--- src/logic/mem_path_pkg.sv ---
package mem_path_pkg;

// bus widths
localparam int ADDR_W = 32;
localparam int DATA_W = 32;
localparam int STRB_W = DATA_W / 8;

// bank geometry
// word index starts above the byte offset
localparam int IDX_LSB      = 2;
localparam int WORD_IDX_W   = 14;
localparam int BANK_WORDS   = 1 << WORD_IDX_W;
localparam int BANK_SEL_BIT = 16;

// both banks sit below this address
localparam logic [ADDR_W - 1:0] REGION_LIMIT = 32'h0002_0000;

typedef logic [ADDR_W - 1:0] addr_t;
typedef logic [DATA_W - 1:0] data_t;
typedef logic [STRB_W - 1:0] strb_t;

// fault codes returned with every response
typedef enum logic [1:0] {
    FAULT_NONE       = 2'd0,
    FAULT_MISALIGNED = 2'd1,
    FAULT_ACCESS     = 2'd2
} fault_t;

endpackage

--- src/logic/bank_rsp_if.sv ---
`timescale 1ns/1ns

// raw bank results plus the tags that travel with them
interface bank_rsp_if;

logic                  valid;
logic                  write;
logic                  bank;
mem_path_pkg::data_t   rdata0;
mem_path_pkg::data_t   rdata1;
mem_path_pkg::fault_t  fault;

modport source (
    output valid,
    output write,
    output bank,
    output rdata0,
    output rdata1,
    output fault
);

modport sink (
    input  valid,
    input  write,
    input  bank,
    input  rdata0,
    input  rdata1,
    input  fault
);

endinterface

--- src/logic/resp_stage.sv ---
`timescale 1ns/1ns

module resp_stage (
    input                         clk,
    input                         rst,
    bank_rsp_if.sink              raw,
    output logic                  rsp_valid,
    output mem_path_pkg::data_t   rsp_rdata,
    output mem_path_pkg::fault_t  rsp_fault
);

logic                 has_data;
mem_path_pkg::data_t  bank_data;

// only a clean read returns data
assign has_data  = !raw.write && (raw.fault == mem_path_pkg::FAULT_NONE);
assign bank_data = raw.bank ? raw.rdata1 : raw.rdata0;

always_ff @(posedge clk) begin
    if (rst) begin
        rsp_valid <= 1'b0;
    end
    else begin
        rsp_valid <= raw.valid;
    end
end

always_ff @(posedge clk) begin
    rsp_rdata <= has_data ? bank_data : '0;
    rsp_fault <= raw.fault;
end

endmodule

--- src/flat_wrapper.sv ---
// flat-port wrapper written by rule: the top's interface ports become plain ports
module resp_stage_flat 
  (clk, rst, rsp_valid, rsp_rdata, rsp_fault, raw_valid, raw_write, raw_bank, raw_rdata0, raw_rdata1, raw_fault);
  bank_rsp_if raw_i ();
  input clk;
  input rst;
  output logic rsp_valid;
  output mem_path_pkg::data_t rsp_rdata;
  output mem_path_pkg::fault_t rsp_fault;
  input wire logic [$bits(raw_i.valid)-1:0] raw_valid;
  input wire logic [$bits(raw_i.write)-1:0] raw_write;
  input wire logic [$bits(raw_i.bank)-1:0] raw_bank;
  input wire logic [$bits(raw_i.rdata0)-1:0] raw_rdata0;
  input wire logic [$bits(raw_i.rdata1)-1:0] raw_rdata1;
  input wire logic [$bits(raw_i.fault)-1:0] raw_fault;
  assign raw_i.valid = raw_valid;
  assign raw_i.write = raw_write;
  assign raw_i.bank = raw_bank;
  assign raw_i.rdata0 = raw_rdata0;
  assign raw_i.rdata1 = raw_rdata1;
  assign raw_i.fault = raw_fault;
  resp_stage u_core (.clk(clk), .rst(rst), .raw(raw_i), .rsp_valid(rsp_valid), .rsp_rdata(rsp_rdata), .rsp_fault(rsp_fault));
endmodule
--- config.mk ---
export PLATFORM = sky130hd
export DESIGN_NAME = resp_stage_flat
export DESIGN_NICKNAME = d
export VERILOG_FILES = /design/src/logic/mem_path_pkg.sv /design/src/logic/bank_rsp_if.sv /design/src/logic/resp_stage.sv /design/src/flat_wrapper.sv
export SDC_FILE = /design/constraint.sdc
export NUM_CORES = 1
export LEC_CHECK = 0
export BUFFER_PORTS_ARGS = -buffer_cell sky130_fd_sc_hd__buf_2
export CAP_MARGIN = 20
export CORE_UTILIZATION = 37
export DETAILED_ROUTE_END_ITERATION = 6
export GPL_TIMING_DRIVEN = 0
export PLACE_DENSITY_LB_ADDON = 0.1
export SETUP_SLACK_MARGIN = 0.15
export SYNTH_ARGS = -nofsm -noshare
export SYNTH_HDL_FRONTEND = slang
export SYNTH_SLANG_ARGS = --single-unit
--- constraint.sdc ---
create_clock -name clk -period 1 [get_ports clk]
set_input_delay 0 -clock clk [delete_from_list [all_inputs] [get_ports clk]]
set_output_delay 0 -clock clk [all_outputs]
set_load 0.02 [all_outputs]
# == Yosys cells after proc, flatten, opt, wreduce, memory -nomap -nowiden ==
# Index checks and enable logic that the tools add are counted.
# word_totals
word_cells,7
output_inout_bits,35
latch_bits,0
ram_bits,0
romBits,0
in_bits,71
memories,0
register_bits,35
# op_classes
magnitude_cmp,0
shifts,0
bitwise_logic,0
n_addsub,0
n_mux,1
n_mul,0
n_eq_ne,0
div_mod_pow,0
reduce_logical,3
# op_table
cell,count
$mux 32,1
$logic_not 2->1,1
$logic_and 1x1->1,1
$logic_not 1->1,1

# == Longest topological paths before layout ==
# Gate-level depths: netlist of the first run.
# depth
ltp_word,2
mapped_depth,4
depth_no_buf,2

# == Least setup slack after synthesis of the first run ==
# OpenSTA, ideal clock, no wires.
# synth_timing
kind,input to register
from,input raw_fault[1]
to,register u_core.rsp_rdata[0]
stages,4
setup_slack_ps,220
t_required_ps,936
arrival_ps,716
n_path_buf,2
setup_time_ps,64
path_cell_list,or3_1 -> clkbuf_2 -> buf_6 -> nor2_1
# synth_between
elab_chain_cells,2
# synth_lines
item,line,rtl
"start, declared",flat_wrapper.sv:15,input wire logic [$bits(raw_i.fault)-1:0] raw_fault;
$logic_not 2->1,resp_stage.sv:16,assign has_data = !raw.write && (raw.fault == mem_path_pkg::FAULT_NONE);
$logic_and 1x1->1,resp_stage.sv:16,
"end signal, assigned",resp_stage.sv:29,rsp_rdata <= has_data ? bank_data : '0;
"end, declared",resp_stage.sv:8,"output mem_path_pkg::data_t rsp_rdata,"
# No other way between the ends.
# A chain may end at the register's enable or synchronous reset.

# == Final worst setup path of the first run ==
# layout_timing
from,register u_core.rsp_rdata[7]
to,output rsp_rdata[7]
# layout_rtl
item,line,rtl
"end, declared",flat_wrapper.sv:8,output mem_path_pkg::data_t rsp_rdata;
# No word-level cell between the ends.

==> qor.yml, run 1 <==
fmax_ghz: 1.19
layout-drive-gt1-share_pct: 43.4
wl_per_cell_um: 14.3
dp_slack_ns: 0.0313
cts-root-buf: "clkbuf_4"
avgSynthCellArea_um2: 11.1
core_area_um2: 3080
path_class: "flip-flop to output port"
clkTransAtPathRegs_ns: 0.11
ys_types: 8
die_y_um: 59.2
area_growth_pct: 118
relSlewSlack_pct: 79.4
clock-sinks: 35
pin_count: 106
crit_path_start_kind: "flip-flop"
grt_pass1_vias: 1530
hold_end: "u_core.rsp_rdata[29]$_SDFF_PN0_"
drt_wl_total_um: 4770
crit_family: "flip-flops"
synth_cells: 109
row_count: 20
setup_ws_ns: 0.161
cts.htree.levels: 2
synth_top_family_by_area: "multiplexers"
slowest_stage: "dfxtp_1"
cp_cell_sequence: "buf_2"
drtPass1Iterations: 4
die_area_um2: 3510
instances_no_fill: 334
synth-adder-area-share_pct: 0
synthesis.nets: 180
grt_first_pass_wirelength_um: 6840
min-delay-start: "raw_write"
globalplace.congestion: 0.615
via_per_inst: 4.43
num_vias: 1478
fin_crit_sh_pct: 83.9
numCtsBuffers: 5
dp_cells: 257
post-route-drc-count: 0
final_nets: 360
hold_violations: 0
fillerInstances: 182
tightest_slew_ns: 0.310
die_x_um: 59.2
whs_path_depth: 4
grt.overflow.total: 0
powerDensity_nw_per_um2: 1130
first_iter_violations: 25
path_depth: 1
yosysSeqAreaShare_pct: 57.8
slowest_delay_ns: 0.33
hp-class: "input port to flip-flop"
yosys_register_bits: 35
layout_min_cycle_time_ns: 0.839
tns_ns: 0
cts_tree: "done"
grt_max_degree: 11
peakVddDrop_mv: 0.941
synth_area_um2: 1210
antenna_found_initial: 0
worstPathArrival_ns: 0.84
ant_nets: 0
rsz0062_at_grt: "true"
ys_warn_count: 0
grt_use_total_pct: 27.4
power_leakage_nw: 1.36
synth-simple-area-share_pct: 10.9
clock_path_buffers: 2
maxSlewViolCount: 0
cp_max_fo: 1
crit_required_ns: 1.00
maxCapViolations: 0
setup_viol: 0
status: "completed"
synth_mux_area_share_pct: 26.4
start_util_pct: 39.4
worst_setup_path_end_kind: "output port"
antennaDiodeCount: 0
path_buf_inv: 1
synth_xor_area_share_pct: 0
synth_compound_area_share_pct: 0
port_buffers: 104
hpwl_um: 2110
repair_timing:
| action | CTS | global route |
|---|---|---|
| buffers inserted | 0 | 0 |
| setup endpoints to repair | 0 | 24 |
| hold buffers | 69 | 0 |
| resized for setup | 0 | 37 |
| hold endpoints to repair | 35 | 0 |
worst max-delay path by stage:
stage	start	end
floorplan	raw_fault[1]	u_core.rsp_rdata[0]$_SDFF_PN0_
global placement	raw_fault[1]	u_core.rsp_rdata[17]$_SDFF_PN0_
detailed placement	raw_fault[1]	u_core.rsp_rdata[2]$_SDFF_PN0_
CTS	u_core.rsp_fault[1]$_DFF_P_	rsp_fault[1]
global route	u_core.rsp_rdata[7]$_SDFF_PN0_	rsp_rdata[7]
finish	u_core.rsp_rdata[7]$_SDFF_PN0_	rsp_rdata[7]
tightest hold or removal path: stages:
cell	delay [ns]
buf_2	0.07
or3_1	0.08
clkbuf_2	0.17
nor2_1	0.06
cell usage in the layout (no fill, tap or decap), drive strengths merged:
master       instances
nor2b                1
clkbuf               9
or3                  1
buf                111
mux2i               32
dlygate4sd3         69
dfxtp               35
nor2                32
routing by layer:
metal	GRT usage, %	vias to the layer above	part of all wire (%)	wire [µm]
met5	0	-	0	0
li1	-	715	-	-
met2	51.7	81	57	2710
met1	25.5	659	32	1540
met4	16.3	0	4.0	191
met3	8.30	23	6.8	324
logic make-up after synthesis:
family | count (synthesis)
muxes | 32
buffers and inverters | 8
DFF | 35
and+or+nand+nor | 34
sequential cells by signal (all words and copies together) (netlist names):
register / cells
u_core.rsp_fault: 2
u_core.rsp_rdata: 32
u_core.rsp_valid: 1
power breakdown:
| group | switching [W] | leakage, nW | total [W] | internal, W |
|---|---|---|---|---|
| combinational | 0.000257 | 1.03 | 0.000665 | 0.000407 |
| clock | 0.000456 | 0.0386 | 0.000869 | 0.000413 |
| sequential | 0.0000149 | 0.288 | 0.00145 | 0.00144 |
| total | 0.000728 | 1.36 | 0.00299 | 0.00226 |
area by class of cell:
cell class                 count  area, µm²  area share (%)
timing repair buffer         173       1290            49.0
buffer                         8       58.8            2.23
tap                           44       55.1            2.09
clock buffer                   8       68.8            2.61
multi-input combinational     66        453            17.2
sequential                    35        709            26.9
per-stage QoR:
stage | hold WS [ns] | area (µm²) | total power [W] | util (%)
after floorplan | 0.0277 | 1210 | 0.00169 | -
after global placement | 0.113 | 1790 | 0.00187 | 58.1
after detailed placement | 0.115 | 1790 | 0.00188 | 58.1
after CTS | 0.0723 | 2550 | 0.00293 | 82.8
after global routing | 0.0699 | 2640 | 0.00313 | 85.7
final | 0.0683 | 2640 | 0.00299 | 85.7
Yosys cell counts, drive strengths merged:
cell type  instances  area [µm²]
or3                1        6.26
nor2b              1        6.26
mux2i             32         320
clkbuf             1        5.00
dfxtp             35         701
buf                7        53.8
nor2              32         120
Note: power is estimated with default switching activity, not from simulation.
==> run 2, diff against run 1 <==
Clock period 1 ns to 0.8 ns, I/O delays scaled along.
==> run 2 against run 1 <==
- the run now ends with setup timing left
- utilization grew 8.2 points
- first-iteration DRC count rose by 120%
- critical path depth unchanged
- clock power grew 31%
- worst setup slack worse by 0.19 ns
- flip-flop and latch count stayed put
- die area stayed put
- global-route usage is 3.6 points higher
- final area rose by 9.5%
- clock-buffer cell count stayed put
- hold slack got worse by 0.0082 ns
- non-clock buffer count is 1 lower
==> qor.yml, run 2 (synthesis results as in run 1) <==
maxCapViolations: 0  # unchanged
cts-root-buf: "clkbuf_4"  # unchanged
row_count: 20  # unchanged
largest_register_ffs: 32  # unchanged
cts_tree: "done"  # unchanged
relSlewSlack_pct: 77.1  # was 79.4%
peakVddDrop_mv: 1.15  # was 0.941 mV
wl_per_cell_um: 19.9  # was 14.3 µm
tns_ns: -0.451  # was 0 ns
final_area_um2: 2890  # was 2640 µm²
tightest_slew_ns: 0.343  # was 0.310 ns
drtPass1Iterations: 4  # unchanged
grt_use_total_pct: 31.0  # was 27.4%
worst_setup_path_end_kind: "output port"  # unchanged
rsz0062_at_grt: "true"  # unchanged
hpwl_um: 2090  # was 2110 µm
min-delay-start: "raw_write"  # unchanged
final_nets: 359  # was 360
crit_required_ns: 0.80  # was 1.00 ns
utilization_pct: 93.9  # was 85.7%
ant_nets: 0  # unchanged
path_class: "flip-flop to output port"  # unchanged
area_growth_pct: 138  # was 118%
globalplace.congestion: 0.619  # was 0.615
via_per_inst: 4.89  # was 4.43
layout-drive-gt1-share_pct: 56.4  # was 43.4%
cts_setup_buffers: 0  # unchanged
cts.htree.levels: 2  # unchanged
num_vias: 1627  # was 1478
whs_path_depth: 4  # unchanged
powerDensity_nw_per_um2: 1370  # was 1130 nW/µm²
grt_max_degree: 11  # unchanged
post-route-drc-count: 0  # unchanged
grt.overflow.total: 0  # unchanged
crit_family: "flip-flops"  # unchanged
total_power_w: 0.00395  # was 0.00299 W
die_y_um: 59.2  # unchanged
die_x_um: 59.2  # unchanged
port_buffers: 104  # unchanged
drt_wl_total_um: 6620  # was 4770 µm
hold_violations: 0  # unchanged
mostFrequentLayoutCell: "buf_2"  # unchanged
power_leakage_nw: 1.58  # was 1.36 nW
first_iter_violations: 56  # was 25
violations: "setup timing"
clkTransAtPathRegs_ns: 0.11  # about the same
status: "finished with violations"  # was completed
antenna_found_initial: 0  # unchanged
regMostFlops: "u_core.rsp_rdata"  # unchanged
setup_viol: 34  # was 0
antennaDiodeCount: 0  # unchanged
grt_first_pass_wirelength_um: 7500  # was 6840 µm
die_area_um2: 3510  # unchanged
fin_crit_sh_pct: 104
hold_end: "u_core.rsp_rdata[28]$_SDFF_PN0_"  # was u_core.rsp_rdata[29]$_SDFF_PN0_
slowest_stage: "dfxtp_2"  # was dfxtp_1
layout_min_cycle_time_ns: 0.833
setup_ws_ns: -0.0334  # was 0.161 ns
start_util_pct: 39.4  # unchanged
slowest_delay_ns: 0.36  # was 0.33 ns
clock_path_buffers: 2  # unchanged
cp_max_fo: 1  # unchanged
maxSlewViolCount: 0  # unchanged
final_cell_mix: "buf_2 (73), dlygate4sd3_1 (47), buf_6 (38), dfxtp_2 (35), nor2_1 (28)"  # was buf_2 (84), dlygate4sd3_1 (69), mux2i_1 (32), nor2_1 (32), dfxtp_1 (28)
largestRegisters: "u_core.rsp_rdata x32, u_core.rsp_fault x2, u_core.rsp_valid x1"  # unchanged
grt_pass1_vias: 1653  # was 1530
crit_path_start_kind: "flip-flop"  # unchanged
hp-class: "input port to flip-flop"  # unchanged
core_area_um2: 3080  # unchanged
pin_count: 106  # unchanged
cp_cell_sequence: "buf_6"  # was buf_2
fmax_ghz: 1.20
numCtsBuffers: 5  # unchanged
path_buf_inv: 1  # unchanged
worstPathArrival_ns: 0.83  # was 0.84 ns
clock-sinks: 35  # unchanged
placed_cell_area_um2: 1800  # was 1790 µm²
hold_ws_ns: 0.0600  # was 0.0683 ns
-- run 2: worst max-delay path by stage --
| stage | endpoint | depth (start not counted) | start | slack, ns |
|---|---|---|---|---|
| 3_3_place_gp | u_core.rsp_rdata[12]$_SDFF_PN0_ | 5 | raw_write | -0.10 |
| 2_1_floorplan | u_core.rsp_rdata[0]$_SDFF_PN0_ | 4 | raw_write | 0.03 |
| 5_1_grt | rsp_rdata[14] | 1 | u_core.rsp_rdata[14]$_SDFF_PN0_ | -0.06 |
| 3_5_place_dp | u_core.rsp_rdata[3]$_SDFF_PN0_ | 4 | raw_bank | -0.12 |
| 4_1_cts | rsp_fault[1] | 1 | u_core.rsp_fault[1]$_DFF_P_ | -0.001 |
| 6_report | rsp_rdata[0] | 1 | u_core.rsp_rdata[0]$_SDFF_PN0_ | -0.03 |
-- run 2: area by class of cell --
cell class              count  area, µm²
well taps                  44       55.1
clock buffers               8       68.8
plain buffers               8       67.6
fillers                    94        188
multi-input cells          66        482
repair buffers            172       1470
flip-flops and latches     35        744
-- run 2: power breakdown --
part	internal (W)	switching [W]
clock	0.000517	0.000626
combinational	0.000577	0.000391
sequential	0.00181	0.0000328
total	0.00290	0.00105
-- run 2: per-layer routing --
metal	GRT usage [%]	routed length [µm]
met1	26.6	2180
met2	59.2	3540
met3	10.0	471
met4	21.4	429
met5	0	0
-- run 2: repair_timing --
action                                  4_1_cts  5_1_grt
hold buffers                                 66        2
pin swaps                                     0       17
endpoints found under the hold margin        35        1
endpoints found under the setup margin       35       53
gates resized for setup                     105       30
-- run 2: metrics by stage --
step	instances	worst slack (ns)
finish	333	-0.0334
global route	333	-0.0607
CTS	331	-0.00102
detailed placement	257	-0.124
global placement	257	-0.103
floorplan	109	0.0297
